<file path="src/logic/anticPkg.sv">
//==========================================================================
// ANTIC register block package with register offsets, scan timing and the
// structs shared by the decoder, register file, scan timer and NMI block
//==========================================================================
`default_nettype none

package anticPkg;

  // Frame geometry in machine cycles for an NTSC frame
  localparam int CyclesPerLine = 114;  // Machine cycles in one scanline
  localparam int LinesPerFrame = 262;  // Scanlines in one frame
  localparam int VblankLine    = 248;  // First scanline of vertical blank

  localparam logic [7:0] UnmappedRead = 8'hFF;  // Value seen at the holes in the map

  // CPU register offsets, the low nibble of the $D40x window
  typedef enum logic [3:0] {
    DmaCtl = 4'h0,  // Playfield and player/missile DMA control
    ChaCtl = 4'h1,  // Character inversion and reflection
    DlistL = 4'h2,  // Display list pointer low byte
    DlistH = 4'h3,  // Display list pointer high byte
    HScrol = 4'h4,  // Fine horizontal scroll
    VScrol = 4'h5,  // Fine vertical scroll
    PmBase = 4'h7,  // Player/missile base page
    ChBase = 4'h9,  // Character set base page
    WSync  = 4'hA,  // Halt the CPU until the end of the line
    VCount = 4'hB,  // Half the current line number
    PenH   = 4'hC,  // Light pen horizontal position
    PenV   = 4'hD,  // Light pen vertical position
    NmiEn  = 4'hE,  // NMI enable mask
    NmiRes = 4'hF   // NMI status on read and status reset on write
  } regSel_e;

  // One CPU write after decoding, 13 bits
  typedef struct packed {
    logic       valid;  // Write is aimed at a writable register
    regSel_e    sel;    // Target register
    logic [7:0] data;   // Byte from the CPU data bus
  } regWrite_t;

  // Control registers that steer the display logic, 48 bits
  typedef struct packed {
    logic [7:0] dmaCtl;  // DMACTL
    logic [7:0] chaCtl;  // CHACTL
    logic [7:0] hScrol;  // HSCROL
    logic [7:0] vScrol;  // VSCROL
    logic [7:0] pmBase;  // PMBASE
    logic [7:0] chBase;  // CHBASE
  } anticCtrl_t;

  // Bit layout shared by NMIST and NMIEN
  typedef struct packed {
    logic       dli;       // Bit 7 display list interrupt
    logic       vbi;       // Bit 6 vertical blank interrupt
    logic       resetKey;  // Bit 5 system reset key
    logic [4:0] unused;    // Bits 4 to 0 have no function
  } nmiStatus_t;

endpackage

`default_nettype wire

</file>
<file path="src/logic/anticNmiCtrl.sv">
//==========================================================================
// ANTIC NMI controller keeping NMIST and pulsing the NMI request line
//==========================================================================
`default_nettype none

module anticNmiCtrl
  import anticPkg::*;
(
  input  logic       clk,
  input  logic       arstN,
  input  logic       dliReq,        // Display list interrupt event
  input  logic       vbiEvent,      // Start of vertical blank
  input  logic       resetKey,      // System reset key event
  input  nmiStatus_t nmiEnable,     // NMIEN mask
  input  logic       nmiResStrobe,  // CPU write to NMIRES
  output nmiStatus_t nmiStatus,     // NMIST
  output logic       nmiReq         // One-cycle NMI request to the CPU
);

  nmiStatus_t events;   // Events of this cycle in NMIST layout
  logic       reqNext;  // Some event of this cycle is enabled

  always_comb begin
    events          = '0;
    events.dli      = dliReq;
    events.vbi      = vbiEvent;
    events.resetKey = resetKey;
  end

  // All three sources are masked by NMIEN the same way
  assign reqNext = (events.dli && nmiEnable.dli)
                || (events.vbi && nmiEnable.vbi)
                || (events.resetKey && nmiEnable.resetKey);

  // Status bits are sticky until NMIRES. An event on the reset edge survives
  always_ff @(posedge clk or negedge arstN) begin
    if (!arstN) begin
      nmiStatus <= '0;
    end else if (nmiResStrobe) begin
      nmiStatus <= events;  // Clear everything except what arrives now
    end else begin
      nmiStatus <= nmiStatus_t'(nmiStatus | events);
    end
  end

  // Each enabled event gives a request in the cycle its status bit is set
  always_ff @(posedge clk or negedge arstN) begin
    if (!arstN) begin
      nmiReq <= 1'b0;
    end else begin
      nmiReq <= reqNext;  // Pulse appears with the status bit
    end
  end

endmodule

`default_nettype wire

</file>
<file path="src/logic/anticRegDecode.sv">
//==========================================================================
// ANTIC CPU write decoder that filters writes down to the writable map
//==========================================================================
`default_nettype none

module anticRegDecode
  import anticPkg::*;
(
  input  logic       cpuWe,      // CPU write enable for this cycle
  input  logic [3:0] cpuAddr,    // Register offset within the window
  input  logic [7:0] cpuWrData,  // CPU write data
  output regWrite_t  regWrite    // Validated write to the register file
);

  regSel_e sel;       // Offset viewed as a register name
  logic    writable;  // Offset accepts a CPU write

  // Offsets 6 and 8 have no enum name but the cast keeps the raw value
  assign sel = regSel_e'(cpuAddr);

  // Three classes of offset. Only the writable class passes
  always_comb begin
    case (sel)
      DmaCtl, ChaCtl, HScrol, VScrol, PmBase, ChBase: begin
        writable = 1'b1;  // Plain control registers
      end
      DlistL, DlistH: begin
        writable = 1'b1;  // Shared with the coprocessor pointer load
      end
      WSync, NmiEn, NmiRes: begin
        writable = 1'b1;  // Timer and interrupt controls
      end
      VCount, PenH, PenV: begin
        writable = 1'b0;  // Read-only values owned by the timer and light pen
      end
      default: begin
        writable = 1'b0;  // Holes at offsets 6 and 8
      end
    endcase
  end

  assign regWrite.valid = cpuWe && writable;  // Dropped writes never reach storage
  assign regWrite.sel   = sel;                // Target travels with the write
  assign regWrite.data  = cpuWrData;          // Data is only meaningful with valid

endmodule

`default_nettype wire

</file>
<file path="src/logic/anticRegFile.sv">
//==========================================================================
// ANTIC register storage with CPU and coprocessor writes and the CPU read
// multiplexer over stored, timer and interrupt status values
//==========================================================================
`default_nettype none

module anticRegFile
  import anticPkg::*;
(
  input  logic        clk,
  input  logic        arstN,
  input  regWrite_t   regWrite,      // Decoded CPU write
  input  logic [3:0]  cpuAddr,       // CPU read offset
  input  logic        dlistLoad,     // Coprocessor reloads the display list pointer
  input  logic [15:0] dlistIn,       // New display list pointer
  input  logic        penLatch,      // Light pen trigger
  input  logic [7:0]  hPos,          // Current cycle within the line
  input  logic [7:0]  vcount,        // Current line divided by 2
  input  nmiStatus_t  nmiStatus,     // NMIST from the interrupt block
  output logic [7:0]  cpuRdData,     // Combinational CPU read data
  output anticCtrl_t  ctrl,          // Control registers for the display logic
  output logic [15:0] dlistPtr,      // DLISTH and DLISTL together
  output nmiStatus_t  nmiEnable,     // Stored NMIEN
  output logic        wsyncStrobe,   // CPU wrote WSYNC this cycle
  output logic        nmiResStrobe   // CPU wrote NMIRES this cycle
);

  logic [7:0] wsyncQ;  // Last byte written to WSYNC, returned on read
  logic [7:0] penH;    // Latched light pen cycle
  logic [7:0] penV;    // Latched light pen line pair

  // CPU writes are assigned after the pointer load so a CPU byte overrides
  // the same byte of dlistIn while the other byte still takes the load
  always_ff @(posedge clk or negedge arstN) begin
    if (!arstN) begin
      ctrl      <= '0;
      dlistPtr  <= '0;
      nmiEnable <= '0;
      wsyncQ    <= '0;
    end else begin
      if (dlistLoad) begin
        dlistPtr <= dlistIn;  // Coprocessor load of both bytes
      end
      if (regWrite.valid) begin
        case (regWrite.sel)
          DmaCtl:  ctrl.dmaCtl     <= regWrite.data;
          ChaCtl:  ctrl.chaCtl     <= regWrite.data;
          HScrol:  ctrl.hScrol     <= regWrite.data;
          VScrol:  ctrl.vScrol     <= regWrite.data;
          PmBase:  ctrl.pmBase     <= regWrite.data;
          ChBase:  ctrl.chBase     <= regWrite.data;
          DlistL:  dlistPtr[7:0]   <= regWrite.data;  // CPU wins the low byte
          DlistH:  dlistPtr[15:8]  <= regWrite.data;  // CPU wins the high byte
          WSync:   wsyncQ          <= regWrite.data;
          NmiEn:   nmiEnable       <= nmiStatus_t'(regWrite.data);
          default: ;  // NMIRES only produces its strobe
        endcase
      end
    end
  end

  // Light pen position sampled from the live beam counters
  always_ff @(posedge clk or negedge arstN) begin
    if (!arstN) begin
      penH <= '0;
      penV <= '0;
    end else if (penLatch) begin
      penH <= hPos;    // Cycle of the trigger
      penV <= vcount;  // Line pair of the trigger
    end
  end

  // Strobes fire in the write cycle so the consumers act on the write edge
  assign wsyncStrobe  = regWrite.valid && (regWrite.sel == WSync);
  assign nmiResStrobe = regWrite.valid && (regWrite.sel == NmiRes);

  always_comb begin
    case (regSel_e'(cpuAddr))
      DmaCtl:  cpuRdData = ctrl.dmaCtl;
      ChaCtl:  cpuRdData = ctrl.chaCtl;
      DlistL:  cpuRdData = dlistPtr[7:0];
      DlistH:  cpuRdData = dlistPtr[15:8];
      HScrol:  cpuRdData = ctrl.hScrol;
      VScrol:  cpuRdData = ctrl.vScrol;
      PmBase:  cpuRdData = ctrl.pmBase;
      ChBase:  cpuRdData = ctrl.chBase;
      WSync:   cpuRdData = wsyncQ;
      VCount:  cpuRdData = vcount;     // Live from the scan timer
      PenH:    cpuRdData = penH;
      PenV:    cpuRdData = penV;
      NmiEn:   cpuRdData = nmiEnable;
      NmiRes:  cpuRdData = nmiStatus;  // Reads return NMIST
      default: cpuRdData = UnmappedRead;  // Offsets 6 and 8
    endcase
  end

endmodule

`default_nettype wire

</file>
<file path="src/logic/anticRegsTop.sv">
//==========================================================================
// ANTIC register block top joining decode, storage, scan timer and NMI
//==========================================================================
`default_nettype none

module anticRegsTop
  import anticPkg::*;
(
  input  logic        clk,
  input  logic        arstN,
  input  logic        cpuWe,      // CPU write enable
  input  logic [3:0]  cpuAddr,    // CPU register offset
  input  logic [7:0]  cpuWrData,  // CPU write data
  input  logic        dlistLoad,  // Display list pointer reload
  input  logic [15:0] dlistIn,    // Reload value
  input  logic        penLatch,   // Light pen trigger
  input  logic        dliReq,     // Display list interrupt event
  input  logic        resetKey,   // Reset key event
  output logic [7:0]  cpuRdData,  // CPU read data
  output anticCtrl_t  ctrl,       // Control registers for the display logic
  output logic [15:0] dlistPtr,   // Display list pointer
  output logic        haltCpu,    // WSYNC halt
  output logic        nmiReq,     // NMI request pulse
  output logic [7:0]  vcount      // Current line divided by 2
);

  regWrite_t  regWrite;      // Decoded CPU write
  logic [7:0] hPos;          // Cycle within the line
  logic       vbiEvent;      // Vertical blank start
  logic       wsyncStrobe;   // WSYNC write
  logic       nmiResStrobe;  // NMIRES write
  nmiStatus_t nmiStatus;     // NMIST
  nmiStatus_t nmiEnable;     // NMIEN

  anticRegDecode decode_i (
    .cpuWe     (cpuWe),
    .cpuAddr   (cpuAddr),
    .cpuWrData (cpuWrData),
    .regWrite  (regWrite)
  );

  anticRegFile regFile_i (
    .clk          (clk),
    .arstN        (arstN),
    .regWrite     (regWrite),
    .cpuAddr      (cpuAddr),
    .dlistLoad    (dlistLoad),
    .dlistIn      (dlistIn),
    .penLatch     (penLatch),
    .hPos         (hPos),
    .vcount       (vcount),
    .nmiStatus    (nmiStatus),
    .cpuRdData    (cpuRdData),
    .ctrl         (ctrl),
    .dlistPtr     (dlistPtr),
    .nmiEnable    (nmiEnable),
    .wsyncStrobe  (wsyncStrobe),
    .nmiResStrobe (nmiResStrobe)
  );

  anticScanTimer timer_i (
    .clk         (clk),
    .arstN       (arstN),
    .wsyncStrobe (wsyncStrobe),
    .hPos        (hPos),
    .vcount      (vcount),
    .vbiEvent    (vbiEvent),
    .haltCpu     (haltCpu)
  );

  anticNmiCtrl nmi_i (
    .clk          (clk),
    .arstN        (arstN),
    .dliReq       (dliReq),
    .vbiEvent     (vbiEvent),
    .resetKey     (resetKey),
    .nmiEnable    (nmiEnable),
    .nmiResStrobe (nmiResStrobe),
    .nmiStatus    (nmiStatus),
    .nmiReq       (nmiReq)
  );

endmodule

`default_nettype wire

</file>
<file path="src/logic/anticScanTimer.sv">
//==========================================================================
// ANTIC scan timer with cycle and line counters, VCOUNT, vertical blank
// event and the WSYNC CPU halt
//==========================================================================
`default_nettype none

module anticScanTimer
  import anticPkg::*;
(
  input  logic       clk,
  input  logic       arstN,
  input  logic       wsyncStrobe,  // CPU wrote WSYNC
  output logic [7:0] hPos,         // Machine cycle within the line
  output logic [7:0] vcount,       // Line number divided by 2
  output logic       vbiEvent,     // First cycle of the vertical blank line
  output logic       haltCpu       // CPU must wait for the end of the line
);

  logic [8:0] line;      // Scanline within the frame
  logic       lineEnd;   // Last cycle of the scanline
  logic       frameEnd;  // Last scanline of the frame

  assign lineEnd  = (hPos == 8'(CyclesPerLine - 1));
  assign frameEnd = (line == 9'(LinesPerFrame - 1));

  // Horizontal counter wraps every line
  always_ff @(posedge clk or negedge arstN) begin
    if (!arstN) begin
      hPos <= '0;
    end else if (lineEnd) begin
      hPos <= '0;
    end else begin
      hPos <= hPos + 8'd1;
    end
  end

  // Line counter steps on each horizontal wrap
  always_ff @(posedge clk or negedge arstN) begin
    if (!arstN) begin
      line <= '0;
    end else if (lineEnd) begin
      line <= frameEnd ? 9'd0 : line + 9'd1;
    end
  end

  assign vcount = line[8:1];  // Peaks at 130 on line 261

  // One cycle wide since hPos only sits at 0 for a single cycle
  assign vbiEvent = (line == 9'(VblankLine)) && (hPos == 8'd0);

  // Line end beats a WSYNC in the same cycle, so the halt is gone when hPos is 0
  always_ff @(posedge clk or negedge arstN) begin
    if (!arstN) begin
      haltCpu <= 1'b0;
    end else if (lineEnd) begin
      haltCpu <= 1'b0;  // Release at the horizontal wrap
    end else if (wsyncStrobe) begin
      haltCpu <= 1'b1;  // A repeat write while halted changes nothing
    end
  end

endmodule

`default_nettype wire

</file>
<file path="config.mk">
export PLATFORM = sky130hd
export DESIGN_NAME = anticRegsTop
export DESIGN_NICKNAME = d
export VERILOG_FILES = /design/src/logic/anticPkg.sv /design/src/logic/anticNmiCtrl.sv /design/src/logic/anticRegDecode.sv /design/src/logic/anticRegFile.sv /design/src/logic/anticRegsTop.sv /design/src/logic/anticScanTimer.sv
export SDC_FILE = /design/constraint.sdc
export NUM_CORES = 1
export LEC_CHECK = 0
export BUFFER_PORTS_ARGS = -buffer_cell sky130_fd_sc_hd__buf_2
export CAP_MARGIN = 10
export CELL_PAD_IN_SITES_DETAIL_PLACEMENT = 0
export CELL_PAD_IN_SITES_GLOBAL_PLACEMENT = 1
export CORE_MARGIN = 3
export CORE_UTILIZATION = 46
export CTS_CLUSTER_DIAMETER = 120
export DETAILED_ROUTE_END_ITERATION = 16
export GPL_TIMING_DRIVEN = 0
export MAX_ROUTING_LAYER = met4
export PLACE_DENSITY = 0.91
export SYNTH_ARGS = -nofsm -noshare
export SYNTH_HDL_FRONTEND = slang
export SYNTH_SLANG_ARGS = --single-unit
</file>
<file path="constraint.sdc">
create_clock -name clk -period 2.61 [get_ports clk]
set_clock_uncertainty 0.1 [all_clocks]
set_input_delay 0.1305 -clock clk [delete_from_list [all_inputs] [get_ports clk]]
set_output_delay 0.1305 -clock clk [all_outputs]
set_load 0.01 [all_outputs]
</file>
======== After elaboration in Yosys (flattened, before gate mapping) ========
Memory sizes are Yosys's and may differ from the RTL's.
Cells that the tools add are included.
Widths: inputs -> output; s select.
operators by class
  eq/ne operators ......................... 16
  add/subtract/negate cells ............... 2
  reductions and logical operators ........ 20
  mux-type cells .......................... 10
  bitwise operators ....................... 1
operators by type and width
  operator             number
  $pmux 8 s14          1
  $mux 16              2
  $mux 8               4
  $eq 4x4->1 const B   7
  $reduce_and 2->1     8
  $eq 4x3->1 const B   3
  $add 9x1->9 const B  1
  $eq 9x8->1 const B   1
  $eq 9x9->1 const B   1
  $mux 9               1
  $add 8x1->8 const B  1
  $eq 4x2->1 const B   2
  $eq 8x7->1 const B   1
  $logic_not 8->1      1
  $or 8x8->8           1
  $logic_and 1x1->1    7
  $eq 4x1->1 const B   1
  $logic_not 4->1      1
  $logic_or 1x1->1     2
  $mux 1               2
  $reduce_bool 2->1    1
word-level totals
  output and inout bits ................... 82
  memories kept ........................... 1
  word-level logic and storage cells ...... 72
  bits in read-only memories .............. 16
  input port bits ......................... 35
  register bits after elaboration ......... 123
memories
  name              depth  bits a word  rd ports  clocked after memory_dff  wr ports  line                  RTL
  (name not given)  16     1            1         0                         0         anticRegDecode.sv:23  case (sel)

======== Depth between registers and ports, before layout ========
Gate-level depths: netlist of run 1.
  depth after elaboration ................. 5
  mapped depth ............................ 8
  depth with buffers taken out ............ 6

======== Hierarchy ========
A second synthesis of run 1 with hierarchy kept.
unflattened totals
  cells, all modules ...................... 576
  area total of the unflattened synthesis .. 6384.9 µm²
by module, submodules not included
  module          cells each  instances  area an instance (µm²)  sequential area each (µm²)
  anticRegFile    443         1          5019.8                  2402.3
  anticScanTimer  98          1          1037.2                  450.4
  anticNmiCtrl    16          1          182.7                   100.1
  anticRegDecode  19          1          145.1                   0.0

======== Worst setup path before layout of run 1 ========
OpenSTA, ideal clock, no wires.
  path kind ............................... register to register
  start ................................... register timer_i.hPos[2]
  end ..................................... register timer_i.line[5]
  buffers on the path ..................... 0
  cell stages (with the launch flop) ...... 5
  setup time .............................. 79 ps
  data arrival time ....................... 1437 ps
  path slack .............................. 994 ps
  data required time ...................... 2431 ps
  clock period less this slack ............ 1616 ps
  cells stage by stage .................... dfrtp_1 > or3_4 > nor3_1 > and3_1 > xor2_1
between the ends
  cells in the longest elaborated chain, start to end .. 1
ends and longest elaborated chain
  what                      line                  RTL
  start: declaration        anticScanTimer.sv:13  output logic [7:0] hPos,
  start signal: assignment  anticScanTimer.sv:33  hPos <= hPos + 8'd1;
  $eq 8x7->1                anticScanTimer.sv:23  assign lineEnd = (hPos == 8'(CyclesPerLine - 1));
  end signal: assignment    anticScanTimer.sv:42  line <= frameEnd ? 9'd0 : line + 9'd1;
  end: declaration          anticScanTimer.sv:19  logic [8:0] line;
Every way passes these cells.
A chain may end at the register's enable or synchronous reset.

======== Worst setup path in the final report of run 1 ========
  start ................................... input cpuAddr[1]
  end ..................................... output cpuRdData[0]
between the ends
  cells in the longest elaborated chain, start to end .. 2
  elaborated cells on any way between the ends .. 15
ends and longest elaborated chain
  what                                      line                RTL
  start: declaration                        anticRegsTop.sv:12  input logic [3:0] cpuAddr,
  $eq 4x4->1, or another cell as far along  anticRegFile.sv:78  case (regSel_e'(cpuAddr))
  $pmux 8 s14 *                             anticRegFile.sv:78
  end: declaration                          anticRegsTop.sv:19  output logic [7:0] cpuRdData,
Every way passes the cells marked *; elsewhere a longest branch is shown, timed or not.

==> results_dict.tcl, run 1 <==
set metrics [dict create \
    status "finished, final reports clean" \
    synth_compound_area_share_pct 12.1 \
    insertion_delay_ns 0.42 \
    min_path_type "primary input to flop" \
    core_area_sq_mm 0.0123 \
    tightest_slew_ns 0.736 \
    synth-simple-area-share_pct 9.45 \
    syn_nets 561 \
    ant_nets 0 \
    synth.most_common_cell "dfrtp_1" \
    pre_cts_slack_ns 0.235 \
    area_delta_synth_final_pct 25.9 \
    hold_violations 0 \
    peakVddDrop_uv 539 \
    yosys.area_share.xor_xnor_pct 1.34 \
    end_kind "output port" \
    die_h_microns 119 \
    clock-sinks 118 \
    gp_congestion 0.932 \
    rows 40 \
    root_buffer "clkbuf_16" \
    yosys.cell_types.count 48 \
    syn_area_sq_mm 0.00588 \
    worstPathMaxFanout 10 \
    yosysTopAreaCell "dfrtp_1" \
    rsz0062_at_grt "false" \
    antenna_found_initial 0 \
    vias_per_cell 5.92 \
    seq_area_frac_synth_pct 50.3 \
    setup_tns_ns 0 \
    synth-adder-area-share_pct 2.34 \
    portBuffers 105 \
    grt_pass1_vias 4843 \
    p_total_uw 5530 \
    drv_cap 0 \
    dr.first_iter.drc_count 538 \
    report.final.slew_viol_count 0 \
    wl_microns 17600 \
    layout.nets 705 \
    ys_warn_count 0 \
    cts_tree "done" \
    grt_max_degree 74 \
    routedWlPerCell_microns 21.0 \
    synth_seq_cells 118 \
    async_flop_share_pct 100 \
    synthMuxAreaShare_pct 19.8 \
    yosys-top-cells-count "118 x dfrtp_1, 82 x mux2_2, 41 x nand2_1" \
    die_w_microns 119 \
    drtPass1Iterations 5 \
    synth_edf_count 0 \
    grt_pass1_wl_microns 27300 \
    syn_inst 515 \
    slew_headroom_pct 50.9 \
    via_count 4959 \
    io_pins 117 \
    fin_ws_ns 0.164 \
    die-area_sq_mm 0.0142 \
    worstPathArrival_ns 2.22 \
    antenna-diode-count 0 \
    numCtsBuffers 17 \
    post-route-util_pct 60.3 \
    start_util_pct 47.9 \
    cp-start-kind "primary input" \
    drcViolationCount 0 \
    place_hpwl_microns 12600 \
    finalSetupViolations 0 \
    synth_ff_type "dfrtp_1" \
    fmax_mhz 409 \
    cellPowerDensity_mw_per_mm2 747 \
    clk_pin_slew_worst_paths_ns 0.05 \
    p_leak_uw 0.00348 \
    hold-worst-slack_ns 0.0373 \
    htreeDepth 4 \
    synth_area_leaders "dfrtp_1 50%, mux2_2 16%, mux2i_1 3.9%" \
    avgSynthCellArea_sq_um 11.4 \
    required_ns 2.38 \
    crit_type "primary input to output port" \
    drive_above_1_share_pct 37.3 \
    gr-total-overflow 0 \
    finalCritPeriodShare_pct 93.7 \
    fin_crit_ns 2.45 \
    grt_util_all_layers_pct 26.0 \
    synth_top_area_share_pct 50.3 \
    clk_path_buf_depth 2 \
    post_cts_buffers 0 \
    synth_top_family_by_area "multiplexers" \
]
-- repair_timing --
item                                   CTS  global route
resized for setup                        0             0
hold buffers                            19             0
endpoints found under the hold margin  137             0
-- metrics by stage --
stage               cells  instance area (sq um)
floorplan             515                   5880
global route          838                   7400
CTS                   838                   7400
global placement      788                   6610
detailed placement    789                   6650
finish                838                   7400
-- final timing paths --
kind,start,endpoint,slack [ns],depth (start not counted)
worst max-delay path,cpuAddr[1],cpuRdData[0],0.16,10
worst min-delay path,cpuWrData[5],regFile_i.dlistPtr[5],0.04,3
worst max register to register,timer_i.hPos[0],nmi_i.nmiReq,0.65,6
worst min register to register,nmi_i.nmiStatus[6],nmi_i.nmiStatus[6],0.39,2
max in group asynchronous,arstN,regFile_i.dlistPtr[6],1.63,3
min in group asynchronous,arstN,timer_i.hPos[6],0.10,2
-- sequential cells by signal, indices dropped and copies added (netlist names) --
name,count
regFile_i.wsyncQ,8
timer_i.haltCpu,1
nmi_i.nmiReq,1
timer_i.hPos,8
regFile_i.nmiEnable,8
regFile_i.dlistPtr,16
regFile_i.penV,8
regFile_i.ctrl,48
nmi_i.nmiStatus,3
regFile_i.penH,8
timer_i.line,9
-- cell usage in the layout, fill, tap and decap left out, types with 4 or more instances in the layout --
| master | count |
|---|---|
| a22oi_1 | 20 |
| nor2_1 | 11 |
| nand4_1 | 6 |
| inv_1 | 11 |
| nand2_1 | 41 |
| clkbuf_1 | 23 |
| and3_1 | 7 |
| o21ai_0 | 31 |
| buf_2 | 119 |
| o22ai_1 | 4 |
| a211oi_1 | 4 |
| mux2i_1 | 23 |
| clkinv_2 | 6 |
| clkbuf_16 | 17 |
| xnor2_1 | 6 |
| dlygate4sd3_1 | 19 |
| mux2_2 | 82 |
| dfrtp_1 | 118 |
| a21oi_1 | 15 |
| a221oi_1 | 5 |
| nand3_1 | 18 |
| ha_1 | 11 |
| a222oi_1 | 5 |
| o2111ai_1 | 5 |
| a22o_1 | 5 |
| buf_4 | 9 |
-- final cells by class --
cell class / count / area [sq um]
tap: 168 / 210
clock inverter: 10 / 106
fill: 985 / 4860
inverter: 11 / 41.3
clock buffer: 20 / 457
multi-input combinational: 337 / 2650
sequential: 118 / 2950
buffer: 49 / 236
timing repair buffer: 125 / 749
-- layer usage --
metal  part of all wire (%)  global-route usage, %  vias to the layer above
li1                       -                      -                     2184
met1                     42                   34.1                     2460
met2                     47                   39.0                      260
met3                    8.2                   6.17                       55
met4                    3.3                   10.4                        0
met5                      0                      -                        -
-- critical path, cell delays in order --
cell and delay (ns):
buf_2 0.15, inv_1 0.09, ha_1 0.19, clkbuf_1 0.53, buf_2 0.38, a22oi_1 0.15, o22ai_1 0.18, a21oi_1 0.08
o2111ai_1 0.13, buf_2 0.18
-- report_power, final --
group	internal (uW)	switching (uW)
logic	469	517
clock network	1430	791
registers	2100	222
-- cell families after synthesis --
| logic type | after synthesis |
|---|---|
| and+or+nand+nor | 105 |
| xor gates and xnor gates | 9 |
| buffers and inverters | 60 |
| adders and majority gates | 11 |
| AOI/OAI and AO/OA | 106 |
| DFF | 118 |
| muxes | 106 |
Power figures use the tool's default switching activity.
==> run 2: changes to the inputs <==
--- a/config.mk
+++ b/config.mk
@@ -7,13 +7,12 @@
 export LEC_CHECK = 0
 export BUFFER_PORTS_ARGS = -buffer_cell sky130_fd_sc_hd__buf_2
 export CAP_MARGIN = 10
-export CELL_PAD_IN_SITES_DETAIL_PLACEMENT = 0
+export CELL_PAD_IN_SITES_DETAIL_PLACEMENT = 1
 export CELL_PAD_IN_SITES_GLOBAL_PLACEMENT = 1
 export CORE_MARGIN = 3
 export CORE_UTILIZATION = 46
 export CTS_CLUSTER_DIAMETER = 120
 export DETAILED_ROUTE_END_ITERATION = 16
-export GPL_TIMING_DRIVEN = 0
 export MAX_ROUTING_LAYER = met4
 export PLACE_DENSITY = 0.91
 export SYNTH_ARGS = -nofsm -noshare
==> run 2 against run 1 <==
  * Register-to-register slack gained 0.03 ns
  * Wire length grew 36%
  * Cell count shrank 1.6%
  * Setup slack lost 0.018 ns
  * Combinational power grew 13%
  * Sequential power grew 3%
==> results_dict.tcl, run 2 (synthesis results as in run 1) <==
set metrics [dict create \
    status "finished, final reports clean" \
    die_h_microns 119 \
    ant_nets 0 \
    via_count 5434 \
    core_area_sq_mm 0.0123 \
    post_cts_buffers 0 \
    power.internal_uw 4070 \
    clock-sinks 118 \
    die-area_sq_mm 0.0142 \
    drcViolationCount 0 \
    fillCellCount 1311 \
    cp-start-kind "flop" \
    io_pins 117 \
    dr.first_iter.drc_count 840 \
    slew_headroom_pct 41.8 \
    end_kind "output port" \
    fmax_mhz 406 \
    seq_power_share_pct 40.8 \
    layout.nets 689 \
    area_delta_synth_final_pct 26.6 \
    die_w_microns 119 \
    portBuffers 116 \
    drtPass1Iterations 6 \
    report.final.slew_viol_count 0 \
    peakVddDrop_uv 455 \
    vias_per_cell 6.59 \
    multiInputGateArea_sq_mm 0.00265 \
    seq_area_sq_mm 0.00295 \
    clk_pin_slew_worst_paths_ns 0.06 \
    hold_violations 0 \
    pre_cts_slack_ns 0.254 \
    p_comb_share_pct 19.0 \
    grt_max_degree 64 \
    antenna_found_initial 0 \
    start_util_pct 47.9 \
    required_ns 2.38 \
    final_cell_mix "118 x dfrtp_1, 115 x buf_2, 82 x mux2_2, 41 x nand2_1, 31 x o21ai_0" \
    rows 40 \
    finalSetupViolations 0 \
    design_area_sq_mm 0.00744 \
    switching_power_uw 1770 \
    grt_pass1_vias 5810 \
    clkPwrFrac_pct 40.3 \
    place_hpwl_microns 14000 \
    worstPathArrival_ns 2.23 \
    grt_pass1_wl_microns 36400 \
    drv_cap 0 \
    tightest_slew_ns 0.873 \
    htreeDepth 4 \
    swShare_pct 30.4 \
    placed_area_sq_mm 0.00657 \
    critical_path.slowest_cell "a222oi_1" \
    dpl.cell_count 763 \
    grt_util_all_layers_pct 35.1 \
    fin_crit_ns 2.46 \
    routedWlPerCell_microns 29.0 \
    insertion_delay_ns 0.42 \
    reg_top3 "regFile_i.ctrl: 48 flops, regFile_i.dlistPtr: 16 flops, timer_i.line: 9 flops" \
    p_leak_uw 0.00348 \
    fin_cells 825 \
    largest_reg_flops 48 \
    cellPowerDensity_mw_per_mm2 785 \
    min_path_type "primary input to flop" \
    fin_ws_ns 0.146 \
    regMostFlops "regFile_i.ctrl" \
    root_buffer "clkbuf_16" \
    gr-total-overflow 0 \
    clk_path_buf_depth 2 \
    gp_congestion 0.856 \
    setup_tns_ns 0 \
    wl_microns 23900 \
    mostFrequentLayoutCell "dfrtp_1" \
    crit_type "flop to output port" \
    worstPathMaxFanout 5 \
    cpPeakStageDelay_ns 0.54 \
    numCtsBuffers 17 \
    rsz0062_at_grt "false" \
    cts_tree "done" \
    drive_above_1_share_pct 38.1 \
    finalCritPeriodShare_pct 94.4 \
    path_cells "a222oi_1 > a221oi_1 > a21oi_1 > o2111ai_1 > buf_2" \
    post-route-util_pct 60.7 \
]
==> run 2: routing by layer <==
| metal | track usage (%) | wire, microns | part of all wire, % |
|---|---|---|---|
| met1 | 39.9 | 8720 | 36 |
| met4 | 21.4 | 1680 | 7.0 |
| met3 | 7.64 | 1720 | 7.2 |
| met5 | - | 0 | 0 |
| met2 | 56.8 | 11800 | 49 |
==> run 2: critical path: cells and delay by family (launching register included) <==
family | cells | cell delay (ns)
AO/OA/AOI/OAI | 4 | 1.12
buffers and inverters | 1 | 0.20
flip-flops | 1 | 0.48
==> run 2: area by class of cell <==
type | instances | area share [%]
clock buffer | 23 | 6.42
timing repair buffer | 158 | 13.6
clock inverter | 9 | 1.35
inverter | 11 | 0.555
antenna | 1 | 0.0336
multi-input combinational | 337 | 35.6
sequential | 118 | 39.7
tap | 168 | 2.82
==> run 2: metrics by stage <==
stage | hold slack, ns | total power [uW]
6_report | 0.00878 | 5840
5_1_grt | 0.0121 | 6010
4_1_cts | 0.00228 | 5720
3_5_place_dp | 0.187 | 3350
3_3_place_gp | 0.184 | 3270
2_1_floorplan | -0.265 | 2820
==> run 2: what timing repair did <==
action | in CTS | in global routing
endpoints found under the setup margin | 0 | 1
endpoints found under the hold margin | 79 | 0
hold buffers | 29 | 0
gates resized for setup | 0 | 1
==> run 2: power groups by stage <==
stage                     Sequential [uW]  Combinational, uW  Clock [uW]
after floorplan                      2380                442           0
after global placement               2340                932           0
after detailed placement             2370                986           0
after CTS                            2340               1060        2320
after global routing                 2390               1170        2460
final                                2380               1110        2350
==> run 2: final timing paths <==
kind	from	to	slack [ns]	cells past startpoint
worst max-delay path	timer_i.line[8]	cpuRdData[7]	0.15	5
worst min-delay path	cpuWrData[6]	regFile_i.ctrl[30]	0.009	2
worst max register to register	timer_i.hPos[0]	nmi_i.nmiReq	0.68	6
worst min register to register	regFile_i.nmiEnable[0]	regFile_i.nmiEnable[0]	0.42	1
max in group asynchronous	arstN	regFile_i.wsyncQ[4]	1.23	3
min in group asynchronous	arstN	timer_i.line[2]	0.27	2
==> run 3: changes to the inputs <==
--- a/config.mk
+++ b/config.mk
@@ -5,16 +5,17 @@
 export SDC_FILE = /design/constraint.sdc
 export NUM_CORES = 1
 export LEC_CHECK = 0
+export ABC_AREA = 1
 export BUFFER_PORTS_ARGS = -buffer_cell sky130_fd_sc_hd__buf_2
 export CAP_MARGIN = 10
 export CELL_PAD_IN_SITES_DETAIL_PLACEMENT = 1
 export CELL_PAD_IN_SITES_GLOBAL_PLACEMENT = 1
 export CORE_MARGIN = 3
-export CORE_UTILIZATION = 46
+export CORE_UTILIZATION = 44
 export CTS_CLUSTER_DIAMETER = 120
 export DETAILED_ROUTE_END_ITERATION = 16
 export MAX_ROUTING_LAYER = met4
-export PLACE_DENSITY = 0.91
+export PLACE_DENSITY = 0.92
 export SYNTH_ARGS = -nofsm -noshare
 export SYNTH_HDL_FRONTEND = slang
 export SYNTH_SLANG_ARGS = --single-unit
==> run 3 against run 2 <==
  * Setup slack better by 0.18 ns
  * Global-route usage fell by 2.6 points
  * Clock power grew 2%
  * Synthesized cell count up 60%
  * Sequential power about the same
  * Non-clock buffer count decreased by 13
  * Highest routed layer unchanged
==> results_dict.tcl, run 3 <==
set metrics [dict create \
    status "finished, final reports clean" \
    final_cell_mix "212 x nand2_1, 118 x dfrtp_1, 115 x buf_2, 102 x inv_1, 81 x nor2_1" \
    seq_area_frac_synth_pct 46.3 \
    peakVddDrop_uv 569 \
    regMostFlops "regFile_i.ctrl" \
    antenna_found_initial 0 \
    core_area_sq_mm 0.0140 \
    fmax_mhz 438 \
    worst_hold_startpoint "dlistIn[5]" \
    synth_area_leaders "dfrtp_1 46%, nand2_1 12%, inv_1 6.0%" \
    fin_cells 1137 \
    placed_area_sq_mm 0.00698 \
    yosys-top-cells-count "212 x nand2_1, 118 x dfrtp_1, 102 x inv_1" \
    synth_seq_cells 118 \
    yosys.cell_types.count 28 \
    drive_above_1_share_pct 20.0 \
    drcViolationCount 0 \
    grt_pass1_wl_microns 38900 \
    setup_tns_ns 0 \
    grt_pass1_vias 7034 \
    numCtsBuffers 17 \
    gp_congestion 0.889 \
    design_area_sq_mm 0.00775 \
    rsz0062_at_grt "false" \
    post-route-util_pct 55.2 \
    routedWlPerCell_microns 21.7 \
    mostFrequentLayoutCell "nand2_1" \
    clk_path_buf_depth 2 \
    portBuffers 116 \
    yosysTopAreaCell "dfrtp_1" \
    hold_path_end "regFile_i.dlistPtr[5]" \
    cp-start-kind "primary input" \
    syn_area_sq_mm 0.00637 \
    die_h_microns 126 \
    end_kind "output port" \
    finalSetupViolations 0 \
    synth_top_area_share_pct 46.3 \
    ant_nets 0 \
    via_count 6574 \
    clk_pin_slew_worst_paths_ns 0.06 \
    required_ns 2.38 \
    async_flop_share_pct 100 \
    layout.nets 989 \
    synth.most_common_cell "nand2_1" \
    start_util_pct 45.4 \
    finalCritPeriodShare_pct 87.4 \
    hold_depth 4 \
    dpl.cell_count 1087 \
    die-area_sq_mm 0.0160 \
    largest_reg_flops 48 \
    reg_top3 "regFile_i.ctrl: 48 flops, regFile_i.dlistPtr: 16 flops, timer_i.line: 9 flops" \
    ys_warn_count 0 \
    synth_ff_type "dfrtp_1" \
    die_w_microns 126 \
    gr-total-overflow 0 \
    root_buffer "clkbuf_16" \
    rows 43 \
    dr.first_iter.drc_count 730 \
    cts_tree "done" \
    crit_type "primary input to output port" \
    insertion_delay_ns 0.43 \
    htreeDepth 4 \
    synth_edf_count 0 \
    min_path_type "primary input to flop" \
    grt_max_degree 50 \
    worstPathArrival_ns 2.05 \
    r2r_start "timer_i.hPos[1]" \
    hold_violations 0 \
    worstPathMaxFanout 10 \
    syn_inst 825 \
    cts-resized-gates 0 \
    vias_per_cell 5.78 \
    grt_util_all_layers_pct 32.5 \
    regToRegSetupSlack_ns 0.85 \
    fin_crit_ns 2.28 \
    hold-worst-slack_ns 0.0461 \
    io_pins 117 \
    slew_headroom_pct 57.2 \
    p_leak_uw 0.00415 \
    drtPass1Iterations 6 \
    clock-sinks 118 \
    cellPowerDensity_mw_per_mm2 755 \
    tightest_slew_ns 0.641 \
    area_delta_synth_final_pct 21.6 \
    avgSynthCellArea_sq_um 7.72 \
    wl_microns 24700 \
    timing.rr.end "timer_i.hPos[4]" \
    place_hpwl_microns 15000 \
    syn_nets 871 \
    r2r_cells 8 \
    fillCellCount 1749 \
    report.final.slew_viol_count 0 \
    drv_cap 0 \
]
run 3: how the worst max path moves through the flow:
stage	slack [ns]	to	from	depth (start not counted)
after global placement	0.63	regFile_i.wsyncQ[2]	cpuAddr[3]	8
after floorplan	1.09	cpuRdData[5]	cpuAddr[1]	10
final	0.33	cpuRdData[0]	cpuAddr[0]	10
after global routing	0.23	cpuRdData[0]	cpuAddr[3]	9
after CTS	0.56	cpuRdData[0]	cpuAddr[3]	9
after detailed placement	0.51	regFile_i.wsyncQ[2]	cpuAddr[3]	8
run 3: metal layers:
metal	up-vias	share of wire, %	GRT usage (%)
met3	112	6.6	7.03
met2	371	49	51.8
met4	0	6.0	20.1
met1	3208	39	37.6
li1	2883	-	-
met5	-	0	-
run 3: worst max-delay path, stage by stage:
cell and delay (ns):
buf_2 0.14, ha_1 0.32, buf_4 0.24, inv_1 0.06, nor2_1 0.39, nand2_1 0.16, o21ai_0 0.20, nor2_1 0.11
nand3_1 0.14, buf_2 0.16
run 3: cell families (layout without fill, tap and decap cells):
family,after synthesis,count (layout),synth area share [%]
multiplexers,8,8,1.41
buffers and inverters,150,281,10.9
adder cells (fa/ha/maj),11,11,2.16
XOR/XNOR,5,5,0.687
other,0,1,0
flip-flops,118,118,46.3
AND/OR/NAND/NOR,404,404,27.9
AO/OA/AOI/OAI,129,129,10.7
run 3: metrics by stage:
step                      worst slack (ns)  power, uW
after global routing                 0.226       6080
final                                0.328       5850
after global placement               0.630       3320
after CTS                            0.558       5780
after floorplan                       1.09       2860
after detailed placement             0.508       3380
run 3: cell type report:
cell class	count	area, sq um	area share [%]
multi-input combinational	557	2730	35.2
antenna	1	2.50	0.0323
clock buffer	18	429	5.54
tap	180	225	2.91
timing repair buffer	145	856	11.0
inverter	104	393	5.07
clock inverter	14	160	2.07
sequential	118	2950	38.1
run 3: timing repair:
action | CTS | global route
hold endpoints to repair | 53 | 0
hold buffers | 17 | 0
setup buffers | 0 | 0
endpoints found under the setup margin | 0 | 0
run 3: power by group:
group	switching (uW)	internal [uW]
logic	678	402
registers	264	2110
clock network	911	1490
total	1850	4000
